--- config.mk ---
export PLATFORM = sky130hd
export DESIGN_NAME = uart_tx_top
export DESIGN_NICKNAME = d
export VERILOG_FILES = /design/src/uart_cfg_pkg.sv /design/src/uart_types_pkg.sv /design/src/uart_tx_top.sv /design/src/uart_tx_frame.sv /design/src/bit_timer.sv /design/src/byte_fifo.sv
export SDC_FILE = /design/constraint.sdc
export NUM_CORES = 1
export LEC_CHECK = 0
export ABC_AREA = 1
export BUFFER_PORTS_ARGS = -buffer_cell sky130_fd_sc_hd__buf_2
export CORE_MARGIN = 1.5
export CORE_UTILIZATION = 58
export CTS_BUF_LIST = sky130_fd_sc_hd__clkbuf_4 sky130_fd_sc_hd__clkbuf_8
export DETAILED_ROUTE_END_ITERATION = 10
export PLACE_DENSITY_LB_ADDON = 0.3
export SYNTH_ARGS = -nofsm -noshare
export SYNTH_HDL_FRONTEND = slang
export SYNTH_SLANG_ARGS = --single-unit
--- constraint.sdc ---
create_clock -name clk -period 2.9 [get_ports clk]
set_input_delay 0.145 -clock clk [delete_from_list [all_inputs] [get_ports clk]]
set_output_delay 0.145 -clock clk [all_outputs]
set_load 0.005 [all_outputs]
--- src/uart_cfg_pkg.sv ---
package uart_cfg_pkg;

    //////////////////////
    // Frame format
    //////////////////////

    // Data bits per frame, sent LSB first
    localparam int DATA_BITS = 8;

    //////////////////////
    // Byte queue
    //////////////////////

    // Queue depth, a power of two
    localparam int DEFAULT_FIFO_DEPTH = 16;

    //////////////////////
    // Bit timing
    //////////////////////

    // Smallest clocks-per-bit value the line supports
    localparam int MIN_DIVISOR = 4;

endpackage
--- src/uart_types_pkg.sv ---
package uart_types_pkg;

    // One data byte on the queue and the line
    typedef logic [uart_cfg_pkg::DATA_BITS-1:0] byte_t;

    // Clock cycles per bit period
    typedef logic [15:0] divisor_t;

    // Line setup, held steady while a frame is in flight
    typedef struct packed {
        logic     parity_en;
        logic     parity_odd;
        divisor_t divisor;
    } line_cfg_t;

    // Frame engine states
    typedef enum logic [2:0] {
        idle,
        start,
        data,
        parity,
        stop
    } tx_state_e;

endpackage

--- src/uart_tx_top.sv ---
`timescale 1ns/1ps

module uart_tx_top #(
    parameter int FIFO_DEPTH = uart_cfg_pkg::DEFAULT_FIFO_DEPTH
) (
    input  logic                        clk,
    input  logic                        nrst,
    // Byte input
    input  uart_types_pkg::byte_t       in_data,
    input  logic                        in_valid,
    output logic                        in_ready,
    // Line setup
    input  uart_types_pkg::line_cfg_t   cfg,
    // Status and line
    output logic                        tx,
    output logic                        busy,
    output logic [$clog2(FIFO_DEPTH):0] fifo_level
);

    import uart_types_pkg::*;

    byte_t q_data;
    logic  q_empty;
    logic  q_pop;
    logic  timer_restart;
    logic  bit_done;

    //////////////////////
    // Byte queue
    //////////////////////

    byte_fifo #(
        .FIFO_DEPTH (FIFO_DEPTH)
    ) u_fifo (
        .clk      (clk),
        .nrst     (nrst),
        .in_data  (in_data),
        .in_valid (in_valid),
        .in_ready (in_ready),
        .q_data   (q_data),
        .q_empty  (q_empty),
        .q_pop    (q_pop),
        .level    (fifo_level)
    );

    //////////////////////
    // Bit timing
    //////////////////////

    bit_timer u_timer (
        .clk      (clk),
        .nrst     (nrst),
        .restart  (timer_restart),
        .divisor  (cfg.divisor),
        .bit_done (bit_done)
    );

    //////////////////////
    // Frame engine
    //////////////////////

    uart_tx_frame u_frame (
        .clk           (clk),
        .nrst          (nrst),
        .cfg           (cfg),
        .q_data        (q_data),
        .q_empty       (q_empty),
        .q_pop         (q_pop),
        .timer_restart (timer_restart),
        .bit_done      (bit_done),
        .tx            (tx),
        .busy          (busy)
    );

endmodule

--- src/uart_tx_frame.sv ---
`timescale 1ns/1ps

module uart_tx_frame (
    input  logic                      clk,
    input  logic                      nrst,
    // Line setup
    input  uart_types_pkg::line_cfg_t cfg,
    // Queue read side
    input  uart_types_pkg::byte_t     q_data,
    input  logic                      q_empty,
    output logic                      q_pop,
    // Bit timer
    output logic                      timer_restart,
    input  logic                      bit_done,
    // Serial line
    output logic                      tx,
    output logic                      busy
);

    import uart_types_pkg::*;
    import uart_cfg_pkg::*;

    localparam int                IDX_W    = $clog2(DATA_BITS);
    localparam logic [IDX_W-1:0]  LAST_IDX = IDX_W'(DATA_BITS - 1);

    tx_state_e        state;
    byte_t            shift;
    logic [IDX_W-1:0] bit_idx;
    logic             par_bit;
    logic             par_en;
    logic             start_frame;

    //////////////////////
    // Frame start
    //////////////////////

    // From idle, or straight on at the end of a stop bit
    assign start_frame = !q_empty && (state == idle || (state == stop && bit_done));

    assign q_pop         = start_frame;
    assign timer_restart = start_frame;
    assign busy          = (state != idle);

    //////////////////////
    // Payload
    //////////////////////

    // Parity fixed at frame start, odd inverts the XOR
    always_ff @(posedge clk) begin
        if (start_frame) begin
            shift   <= q_data;
            par_bit <= (^q_data) ^ cfg.parity_odd;
        end else if (bit_done && (state == start || state == data)) begin
            shift <= shift >> 1;
        end
    end

    //////////////////////
    // State machine
    //////////////////////

    // tx set one edge ahead so it changes with the state
    always_ff @(posedge clk) begin
        if (!nrst) begin
            state   <= idle;
            bit_idx <= '0;
            par_en  <= 1'b0;
            tx      <= 1'b1;
        end else if (start_frame) begin
            state   <= start;
            bit_idx <= '0;
            par_en  <= cfg.parity_en;
            tx      <= 1'b0;
        end else if (bit_done) begin
            case (state)
                start: begin
                    state <= data;
                    tx    <= shift[0];
                end
                data: begin
                    if (bit_idx == LAST_IDX) begin
                        // Parity slot only when enabled
                        if (par_en) begin
                            state <= parity;
                            tx    <= par_bit;
                        end else begin
                            state <= stop;
                            tx    <= 1'b1;
                        end
                    end else begin
                        bit_idx <= bit_idx + 1'b1;
                        tx      <= shift[0];
                    end
                end
                parity: begin
                    state <= stop;
                    tx    <= 1'b1;
                end
                stop: begin
                    // Queue empty, line rests high
                    state <= idle;
                    tx    <= 1'b1;
                end
                default: begin
                    state <= idle;
                    tx    <= 1'b1;
                end
            endcase
        end
    end

    //////////////////////
    // Checks
    //////////////////////

    // Line idles high
    a_idle_high: assert property (
        @(posedge clk) disable iff (!nrst) state == idle |-> tx
    ) else $error("uart_tx_frame: tx low in idle");

endmodule

--- src/bit_timer.sv ---
`timescale 1ns/1ps

module bit_timer (
    input  logic                     clk,
    input  logic                     nrst,
    // Start a fresh bit period
    input  logic                     restart,
    // Clocks per bit, read live
    input  uart_types_pkg::divisor_t divisor,
    // Last cycle of the current period
    output logic                     bit_done
);

    import uart_types_pkg::*;
    import uart_cfg_pkg::*;

    divisor_t count;

    //////////////////////
    // Down-counter
    //////////////////////

    // Reload at zero so periods follow each other
    always_ff @(posedge clk) begin
        if (!nrst) begin
            count <= '0;
        end else if (restart || count == '0) begin
            count <= divisor - 1'b1;
        end else begin
            count <= count - 1'b1;
        end
    end

    // Period spans divisor cycles from the restart
    assign bit_done = (count == '0);

    //////////////////////
    // Checks
    //////////////////////

    // Too short a period breaks the frame timing downstream
    a_min_divisor: assert property (
        @(posedge clk) disable iff (!nrst) restart |-> divisor >= divisor_t'(MIN_DIVISOR)
    ) else $error("bit_timer: divisor below minimum");

endmodule

--- src/byte_fifo.sv ---
`timescale 1ns/1ps

module byte_fifo #(
    parameter int FIFO_DEPTH = uart_cfg_pkg::DEFAULT_FIFO_DEPTH
) (
    input  logic                          clk,
    input  logic                          nrst,
    // Write side
    input  uart_types_pkg::byte_t         in_data,
    input  logic                          in_valid,
    output logic                          in_ready,
    // Read side
    output uart_types_pkg::byte_t         q_data,
    output logic                          q_empty,
    input  logic                          q_pop,
    // Number of entries held
    output logic [$clog2(FIFO_DEPTH):0]   level
);

    import uart_types_pkg::*;

    localparam int AW = $clog2(FIFO_DEPTH);

    byte_t       mem [FIFO_DEPTH];
    logic [AW:0] wr_ptr;
    logic [AW:0] rd_ptr;
    logic        push;
    logic        full;

    //////////////////////
    // Status
    //////////////////////

    // Extra pointer bit separates full from empty
    assign level = wr_ptr - rd_ptr;

    // Top bit of level only set at FIFO_DEPTH
    assign full     = level[AW];
    assign q_empty  = (level == '0);
    assign in_ready = !full;
    assign push     = in_valid && in_ready;

    // Head entry shown without a read cycle
    assign q_data = mem[rd_ptr[AW-1:0]];

    //////////////////////
    // Storage
    //////////////////////

    always_ff @(posedge clk) begin
        if (push) begin
            mem[wr_ptr[AW-1:0]] <= in_data;
        end
    end

    //////////////////////
    // Pointers
    //////////////////////

    // Push and pop in one cycle leave level unchanged
    always_ff @(posedge clk) begin
        if (!nrst) begin
            wr_ptr <= '0;
            rd_ptr <= '0;
        end else begin
            if (push) begin
                wr_ptr <= wr_ptr + 1'b1;
            end
            if (q_pop) begin
                rd_ptr <= rd_ptr + 1'b1;
            end
        end
    end

    //////////////////////
    // Checks
    //////////////////////

    // Reader must respect empty
    a_no_pop_empty: assert property (
        @(posedge clk) disable iff (!nrst) q_pop |-> !q_empty
    ) else $error("byte_fifo: pop while empty");

    // Pointer distance stays within the queue
    a_level_bound: assert property (
        @(posedge clk) disable iff (!nrst) level <= (AW+1)'(FIFO_DEPTH)
    ) else $error("byte_fifo: level above depth");

endmodule

Word-level counts from Yosys, hierarchy flattened --
Memories as Yosys holds them, arrays and structs flattened. A register that Yosys moved wholly into a read port is not among the register bits. Index checks and enable logic that the tools add are counted. W data, S select, Z words.
Storage, ports and cells: input port bits 29, output and inout bits 8, word-level logic and storage cells 64, bits in writable memories 128, ROM bits 0, memories 1, flip-flop bits (word level) 43, latch bits 0
Memories:
- u_fifo.mem | depth 16, width 8, read ports 1, clocked after Yosys merged registers in 1, wr ports 1, line byte_fifo.sv:24 | byte_t mem [FIFO_DEPTH];
Cells by class: divide/modulo/power cells 0, eq/ne operators 7, $mul 0, mux-type cells 17, shift-type cells 0, magnitude comparators 0, add/sub/neg operators 6, bitwise gates (word level) 3, reductions and logical operators 20
Operators by type and width (number):
- $sub A16 B1 Y16 const B | 2
- $logic_not A16 Y1 | 1
- $mux W16 | 1
- $mux W8 | 2
- $add A5 B1 Y5 const B | 2
- $pmux W3 S3 | 1
- $mux W1 | 8
- $mux W4 | 2
- $reduce_xor A8 Y1 | 1
- $eq A3 B2 Y1 const B | 2
- $eq A3 B3 Y1 const B | 2
- $mux W3 | 2
- $logic_not A5 Y1 | 1
- $sub A5 B5 Y5 | 1
- $logic_and A1 B1 Y1 | 4
- $reduce_and A2 Y1 | 2
- $reduce_bool A2 Y1 | 2
- $add A3 B1 Y3 const B | 1
- $eq A3 B1 Y1 const B | 1
- $logic_not A3 Y1 | 1
- $logic_or A1 B1 Y1 | 3
- $ne A3 B3 Y1 const B | 1
- $reduce_and A3 Y1 | 1
- $reduce_bool A3 Y1 | 1
- other kinds (6) | 8

Longest topological paths before layout --
Gate-level depths: netlist (run 1).
depth in word-level cells 6, mapped depth 21, mapped depth without buffers 20

By module --
From an unflattened synthesis (run 1), not the netlist that was laid out.
Unflattened totals: cell total of the unflattened synthesis 889, area total of the unflattened synthesis 8428.1 sq um
Modules (own cells, without submodules):
- byte_fifo | area an instance 6110.9 sq um, instances 1, sequential area each 4124.0 sq um, cells an instance 539
- bit_timer | area an instance 1297.5 sq um, instances 1, sequential area each 320.3 sq um, cells an instance 211
- uart_tx_frame | area an instance 1019.7 sq um, instances 1, sequential area each 430.4 sq um, cells an instance 139

Least setup slack after synthesis (run 1) --
OpenSTA, ideal clock, no wires.
path kind register to register, start point register u_fifo.wr_ptr[0], end point register u_frame.shift[0], enable pin, cell stages (with the launch flop) 11, path buffers 2, data required time 2.522 ns, setup time 0.378 ns, path slack 0.098 ns, data arrival time 2.424 ns, period minus slack after synthesis 2.802 ns, cells stage by stage dfxtp_1 > inv_1 > ha_1 > fa_1 > xnor2_1 > nor2_1 > nand3_2 > nand2_4 > buf_2 > buf_1 > a31oi_1
Between the ends: cells in the longest elaborated chain, start to end 5
Ends and longest elaborated chain:
- start, declared | line byte_fifo.sv:25 | logic [AW:0] wr_ptr;
- start signal, assigned | line byte_fifo.sv:67 | wr_ptr <= wr_ptr + 1'b1;
- $sub A5 B5 Y5 | line byte_fifo.sv:35 | assign level = wr_ptr - rd_ptr;
- net fifo_level[2] | line uart_tx_top.sv:17 | output logic [$clog2(FIFO_DEPTH):0] fifo_level
- $logic_not A5 Y1 | line byte_fifo.sv:39 | assign q_empty = (level == '0);
- $logic_not A1 Y1 | line uart_tx_frame.sv:38 | assign start_frame = !q_empty && (state == idle || (state == stop && bit_done));
- $logic_and A1 B1 Y1 | line uart_tx_frame.sv:38
- $reduce_bool A2 Y1 (no source line)
- end signal, assigned | line uart_tx_frame.sv:51 | shift <= q_data;
- end signal, assigned | line uart_tx_frame.sv:54 | shift <= shift >> 1;
- end, declared | line uart_tx_frame.sv:27 | byte_t shift;
The timed path passes the listed nets, and every way through them passes these cells. A chain may end at the register's enable or synchronous reset.

Worst setup path in the final report (run 1) --
start point register u_fifo.wr_ptr[0], end point register u_timer.count[11]
Between the ends: cells in the longest elaborated chain, start to end 6
Ends and longest elaborated chain:
- $sub A5 B5 Y5 | line byte_fifo.sv:35
- $logic_not A5 Y1 | line byte_fifo.sv:39
- $logic_not A1 Y1 | line uart_tx_frame.sv:38
- $logic_and A1 B1 Y1 | line uart_tx_frame.sv:38
- $logic_or A1 B1 Y1 | line bit_timer.sv:27 | end else if (restart || count == '0) begin
- $mux W16 | line bit_timer.sv:27
- end signal, assigned | line bit_timer.sv:28 | count <= divisor - 1'b1;
- end signal, assigned | line bit_timer.sv:30 | count <= count - 1'b1;
- end, declared | line bit_timer.sv:17 | divisor_t count;
No other way between the ends.

==> results of run 1 <==
==> logic make-up (layout without fill, tap and decap cells) <==
kind of cell / count (synthesis) / count (layout) / synth area share [%]
AND/OR/NAND/NOR: 333 / 333 / 18.4
flip-flops: 175 / 175 / 59.8
XOR/XNOR: 7 / 7 / 0.752
adder cells (fa/ha/maj): 13 / 13 / 2.09
buffers and inverters: 163 / 227 / 8.14
AO/OA/AOI/OAI: 155 / 155 / 10.9
==> final timing paths <==
kind | start | endpoint | cells after the start
min reg2reg | u_frame.bit_idx[2]$_SDFFE_PP0P_ | u_frame.bit_idx[2]$_SDFFE_PP0P_ | 2
max | u_fifo.wr_ptr[0]$_SDFFE_PN0P_ | u_timer.count[11]$_SDFF_PN0_ | 17
min | cfg[16] | u_frame.par_bit$_DFFE_PN_ | 3
max reg2reg | u_fifo.wr_ptr[0]$_SDFFE_PN0P_ | u_timer.count[11]$_SDFF_PN0_ | 17
==> registers in the layout, indices dropped and copies added, names as in the netlist, named ones only <==
| name | flops |
|---|---|
| u_frame.bit_idx | 3 |
| u_frame.par_en | 1 |
| u_fifo.wr_ptr | 5 |
| u_frame.tx | 1 |
| u_frame.shift | 8 |
| u_frame.state | 3 |
| u_frame.par_bit | 1 |
| u_timer.count | 16 |
| u_fifo.mem | 128 |
| u_fifo.rd_ptr | 5 |
==> cells in the mapped netlist, types with 3 or more instances <==
cell and number:
buf_4 3, nand3b_1 4, ha_1 12, buf_2 15, dfxtp_1 38, o21ai_1 3
nand3_1 83, xnor2_1 4, nand4_1 5, xor2_1 3, a31oi_1 4, nor2_2 5
nor2_1 69, a21oi_1 57, o21ai_0 50, clkbuf_1 14, o211ai_1 34, inv_1 122
edfxtp_1 137, inv_2 5, o21a_1 3, nor3_1 4, nand2_1 140, buf_6 3
nand2_2 13
==> layer usage <==
layer / share of wire, % / vias up
met4: 1.6 / 0
li1: - / 2955
met1: 44 / 2940
met3: 5.7 / 29
met5: 0 / -
met2: 49 / 195
==> cell usage in the layout (no fill, tap or decap), types with 10 or more instances in the layout <==
| cell type | netlist | final |
|---|---|---|
| nand2_1 | 140 | 138 |
| edfxtp_1 | 137 | 137 |
| inv_1 | 122 | 120 |
| nand3_1 | 83 | 83 |
| nor2_1 | 69 | 64 |
| a21oi_1 | 57 | 57 |
| o21ai_0 | 50 | 50 |
| buf_2 | 15 | 36 |
| dfxtp_1 | 38 | 35 |
| o211ai_1 | 34 | 34 |
| buf_4 | 3 | 26 |
| clkbuf_8 | 0 | 17 |
| nand2_2 | 13 | 15 |
| ha_1 | 12 | 10 |
==> area by class of cell <==
class	count	share of cell area, %
clock buffer	18	2.64
clock inverter	14	1.45
inverter	127	5.26
multi-input combinational	508	29.5
sequential	175	53.4
tap	180	2.47
timing repair buffer	68	5.22
==> worst max-delay path, cell delays in order, from the launching register on <==
cell and delay, ns:
dfxtp_2 0.36, inv_1 0.10, ha_2 0.20, fa_2 0.53
nand2_1 0.07, nor2_2 0.17, nand3_4 0.11, nand2_4 0.10
nand2_4 0.08, buf_12 0.16, nand2_1 0.05, nand2_1 0.06
inv_1 0.11, nand4_1 0.16, nor2_4 0.17, nand3_1 0.08
nand2_1 0.06, nor2_1 0.03
==> stage by stage <==
step / util [%] / total power, uW / setup TNS [ns] / setup slack [ns]
3_3_place_gp: 62.5 / 6840 / 0 / 0.125
3_5_place_dp: 62.5 / 7000 / -0.0916 / -0.0434
2_1_floorplan: - / 6040 / 0 / 0.0985
6_report: 66.1 / 8860 / 0 / 0.158
5_1_grt: 66.1 / 9480 / -0.280 / -0.0504
4_1_cts: 65.3 / 8620 / 0 / 0.0191
==> report_power, final <==
group / internal (uW) / switching, uW / leakage [uW]
registers: 3070 / 203 / 0.00156
logic: 1390 / 2560 / 0.00190
clock network: 708 / 916 / 0.000197
==> what timing repair did <==
action	CTS	global route
hold buffers	1	0
hold endpoints to repair	1	0
buffers inserted	0	3
endpoints found under the setup margin	4	19
pin swaps	0	5
resized for setup	1	21
==> results by group, run 1 <==
Final layout
  • Share of cells above drive strength 1: 15.9%
  • Area Growth Syn to Fin: 12.0%
  • Register area: 4880 sq um
  • Layout fillers: 1059
  • Diode count: 0
  • Design area: 9140 sq um
  • Area of the multi-input gates: 2700 sq um
  • Non-filler cells in the finished layout: around 1.1k
  • Layout net count: 939

Clocking
  • CTS tree: done
  • CTS buffer count: 17
  • Max Buffers Root-to-Sink: 2
  • Reg clk slew, reported paths: 0.09 ns
  • Worst-Skew Late Latency: ~0.46 ns
  • H-tree level count: 4
  • Clk sink count: 175
  • CTS Root Cell: clkbuf_8

Placement
  • Routability-driven placement congestion ratio: 0.882
  • IO Port Bufs: 36
  • Total placed cells including tap cells: 1054
  • Post-place instance area: around 8600 sq um
  • DP HPWL: 12000 um

Worst setup path
  • Data required, critical path: 3.23 ns
  • Crit path DAT: 3.07 ns
  • Max FO, Critical Path: 21
  • R2R Setup Slk: ~0.16 ns
  • Path type of the worst setup path: reg2reg
  • CP endpoint kind: flop
  • Critical path launch point type: flop

Synthesis
  • Avg Cell Area, Syn: 9.64 sq um
  • Share of the synthesized area in the top cell type: 50.4%
  • Ys async rst share: 0%
  • Top_reg_cell synth: edfxtp_1
  • Register area share after synthesis: 59.8%
  • Post-synth top area cell: edfxtp_1
  • Seq cells post-synth: around 180
  • Cells after synthesis: 846
  • Count of cell types in the netlist: 38
  • Mapped Nets: 888
  • Post-synth EDFFs: ~140
  • Yosys warning count: 0
  • Post-Syn Area: around 8200 sq um
  • Synth area leaders: edfxtp_1 50%, dfxtp_1 9.3%, nand2_1 6.4%

STA
  • WHS: between 0.03 and 0.04 ns
  • Final Hold Fails: 0
  • Slew Viols, Final: 0
  • Setup violations, final: 0
  • Fin crit period: 2.74 ns
  • FMAX: 365 MHz
  • Least-Margin Pin Slew: between 0.6 and 0.7 ns
  • RSZ-0062 raised after global routing: true
  • Max-slew headroom: 54.5%
  • Worst Clk Skew: 0.0101 ns
  • Final worst-path cycle share: between 90% and 100%

Global route
  • GR peak layer: met2
  • Vias in the first global route: 5832
  • GRT Total Usage: approximately 25%
  • Largest net degree at the start of global routing: 52
  • Gr ovfl total: 0
  • First-pass GRT wire length: 28200 um
  • Met3 Use GR: 4.96%
  • Met2 Resource Use GR: between 40% and 50%
  • Met1 Usage GRT: 33.4%
  • Initial antenna violation count: 0

Die
  • Die area: 14800 sq um
  • Die Height: 122 um
  • Die W: 122 um
  • IO Count: 37
  • Core Area: 13800 sq um
  • Row count: 43
  • Starting density of the core: 59.0%

Run
  • Max cap viols: 0

Routing
  • First-pass DRT Iterations: 5
  • Vias per cell: around 5.6
  • Final ANT Viol Nets: 0
  • WL/cell: 16.0 um
  • Drt first-iter violations: 571
  • DR vias: around 6.1k
  • Final WL: around 17000 um
  • # DRC: 0

Outcome
  • Status: finished, final reports clean

Pwr
  • Power per cell area: slightly below 1000 nW/um^2
  • Pleak: about 0.0037 uW
  • Max IR drop VDD: between 600 and 700 uV

Worst hold path
  • Worst min-delay path category: in2reg
Note: power is estimated with default switching activity, not from simulation.
==> run 2, diff against run 1 <==
CORE_UTILIZATION = 55   (was 58)
CTS_BUF_LIST = not set   (was sky130_fd_sc_hd__clkbuf_4 sky130_fd_sc_hd__clkbuf_8)
==> run 2 against run 1 <==
  * Register-to-register slack is essentially flat
  * Clock power grew 33%
  * Sequential share of layout area shrank 0.91 points
==> results by group, run 2 (synthesis gave the netlist of run 1 again) <==
Outcome
  • Status: finished, final reports clean

Pwr
  • Total Power: 9270 uW (+4.7%)
  • Max IR drop VDD: 812 uV (+27%)
  • Power per cell area: 998 nW/um^2 (+3.0%)
  • Pleak: 0.00374 uW (+2.3%)

Worst setup path
  • Crit-path cells: ha_1 -> fa_2 -> nand2_1 -> nor2_1 -> nand3_2 -> nand2_4 -> nand2_8 -> o21ai_2 -> ha_2 -> nand3_4 -> inv_1 -> nand3_1 -> o21ai_1 -> a21oi_1
  • Crit path DAT: 3.05 ns (-0.02 ns)
  • Reg-to-reg startpoint: u_fifo.rd_ptr[0]$_SDFFE_PN0N_
  • Path type of the worst setup path: reg2reg
  • Reg2reg path depth: 14 (-3)
  • Data required, critical path: 3.21 ns (-0.02 ns)
  • Max FO, Critical Path: 10 (-52%)
  • CP max-delay cell: fa_2
  • Worst path max stage delay: 0.54 ns (about the same)
  • Crit path from: u_fifo.rd_ptr[0]$_SDFFE_PN0N_
  • CP endpoint kind: flop
  • Critical path launch point type: flop

Global route
  • Largest net degree at the start of global routing: 69 (+33%)
  • First-pass GRT wire length: 27100 um (-3.8%)
  • Vias in the first global route: 5496 (-5.8%)
  • Gr ovfl total: 0 (unchanged)
  • Initial antenna violation count: 0 (unchanged)
  • GRT Total Usage: 22.1% (-2.9 points)

Placement
  • Routability-driven placement congestion ratio: 0.885 (+0.26%)
  • DP HPWL: 11000 um (-8.7%)
  • IO Port Bufs: 36 (unchanged)
  • Total placed cells including tap cells: 1058 (+0.38%)

Die
  • IO Count: 37 (unchanged)
  • Die area: 15600 sq um (+5.3%)
  • Row count: 44 (+2.3%)
  • Starting density of the core: 56.1% (-2.9 points)
  • Die W: 125 um (+2.6%)
  • Core Area: 14500 sq um (+5.1%)
  • Die Height: 125 um (+2.6%)

STA
  • Slew Viols, Final: 0 (unchanged)
  • Final worst-path cycle share: 94.8% (+0.22 points)
  • Setup violations, final: 0 (unchanged)
  • Fin crit period: 2.75 ns (+0.00634 ns)
  • Least-Margin Pin Slew: 0.652 ns (-0.0292 ns)
  • Final Hold Fails: 0 (unchanged)
  • Worst Clk Skew: 0.0103 ns (+0.000231 ns)
  • WHS: 0.0540 ns (+0.0189 ns)
  • Max-slew headroom: 56.5% (+2.0 points)
  • FMAX: 364 MHz (-0.23%)

Run
  • Max cap viols: 0 (unchanged)

Clocking
  • Worst-Skew Late Latency: 0.43 ns (-0.03 ns)
  • CTS Root Cell: clkbuf_16
  • Clk sink count: 175 (unchanged)
  • Max Buffers Root-to-Sink: 2 (unchanged)
  • Reg clk slew, reported paths: 0.06 ns (-0.03 ns)
  • CTS buffer count: 17 (unchanged)
  • H-tree level count: 4 (unchanged)
  • CTS tree: done

Routing
  • Vias per cell: 5.44 (-3.0%)
  • Drt first-iter violations: 591 (+3.5%)
  • Final ANT Viol Nets: 0 (unchanged)
  • Final WL: 16700 um (-4.3%)
  • DR vias: 5950 (-2.8%)
  • First-pass DRT Iterations: 6 (+1)
  • # DRC: 0 (unchanged)
  • WL/cell: 15.3 um (-4.5%)

Final layout
  • Most common cell after layout, fill and taps aside: nand2_1
  • Layout fillers: 1199 (+13%)
  • Diode count: 0 (unchanged)
  • Area Growth Syn to Fin: 13.9%
  • Most frequent cells in the layout: 140 x nand2_1, 137 x edfxtp_1, 122 x inv_1, 83 x nand3_1, 66 x nor2_1
  • Non-filler cells in the finished layout: 1093 (+0.28%)
  • Max reg flops: 128 (unchanged)
  • Layout net count: 938 (-0.11%)
  • Share of cells above drive strength 1: 15.1% (-0.86 points)

Worst hold path
  • Hold_sp: cfg[16]
  • Worst min-delay path category: in2reg
  • Hold path cells: 3 (unchanged)
[run 2: changes by cell type in the layout (fill, tap and decap cells not counted), sizes merged]
cell,change
inv,-1
clkinv,+2
buf,-2
[run 2: what timing repair did]
item / in CTS / in global routing
endpoints found under the hold margin: 1 / 0
gates resized for setup: 0 / 11
buffers inserted: 0 / 1
endpoints found under the setup margin: 0 / 10
hold buffers: 1 / 0
[run 2: per-layer routing]
metal	GRT usage, %	part of all wire [%]
met1	30.6	46
met2	35.0	47
met3	3.74	5.1
met4	8.38	2.0
met5	0	0
[run 2: area by class of cell]
cell class / count / area [sq um] / share of cell area, %
clock inverters: 15 / 133 / 1.43
inverters: 127 / 477 / 5.13
repair buffers: 67 / 483 / 5.20
flip-flops and latches: 175 / 4880 / 52.5
well taps: 184 / 230 / 2.48
multi-input cells: 508 / 2660 / 28.7
clock buffers: 17 / 425 / 4.58
[run 2: critical path, delay by kind of cell, from the launching register on]
kind,cells,cell delay (ns)
fa+ha+maj,3,1.01
simple gates,7,0.76
buf+inv,1,0.10
compound gates,3,0.42
flops,1,0.35
[run 2: report_power, final]
group | switching (uW) | internal [uW]
registers | 132 | 3080
logic | 2550 | 1360
clock network | 958 | 1190
[run 2: final timing paths]
kind | slack (ns) | endpoint
max | 0.15 | u_timer.count[6]$_SDFF_PN0_
min | 0.05 | u_frame.par_bit$_DFFE_PN_
max reg2reg | 0.15 | u_timer.count[6]$_SDFF_PN0_
min reg2reg | 0.48 | u_frame.bit_idx[1]$_SDFFE_PP0P_
[run 2: stage by stage]
step                setup slack [ns]  utilization [%]  setup TNS (ns)  instance area [sq um]
global route                -0.00560             63.9        -0.00560                   9290
CTS                            0.137             63.4               0                   9210
detailed placement             0.145             59.5               0                   8650
global placement               0.232             59.5               0                   8650
floorplan                     0.0985                -               0                   8160
finish                         0.152             63.9               0                   9290
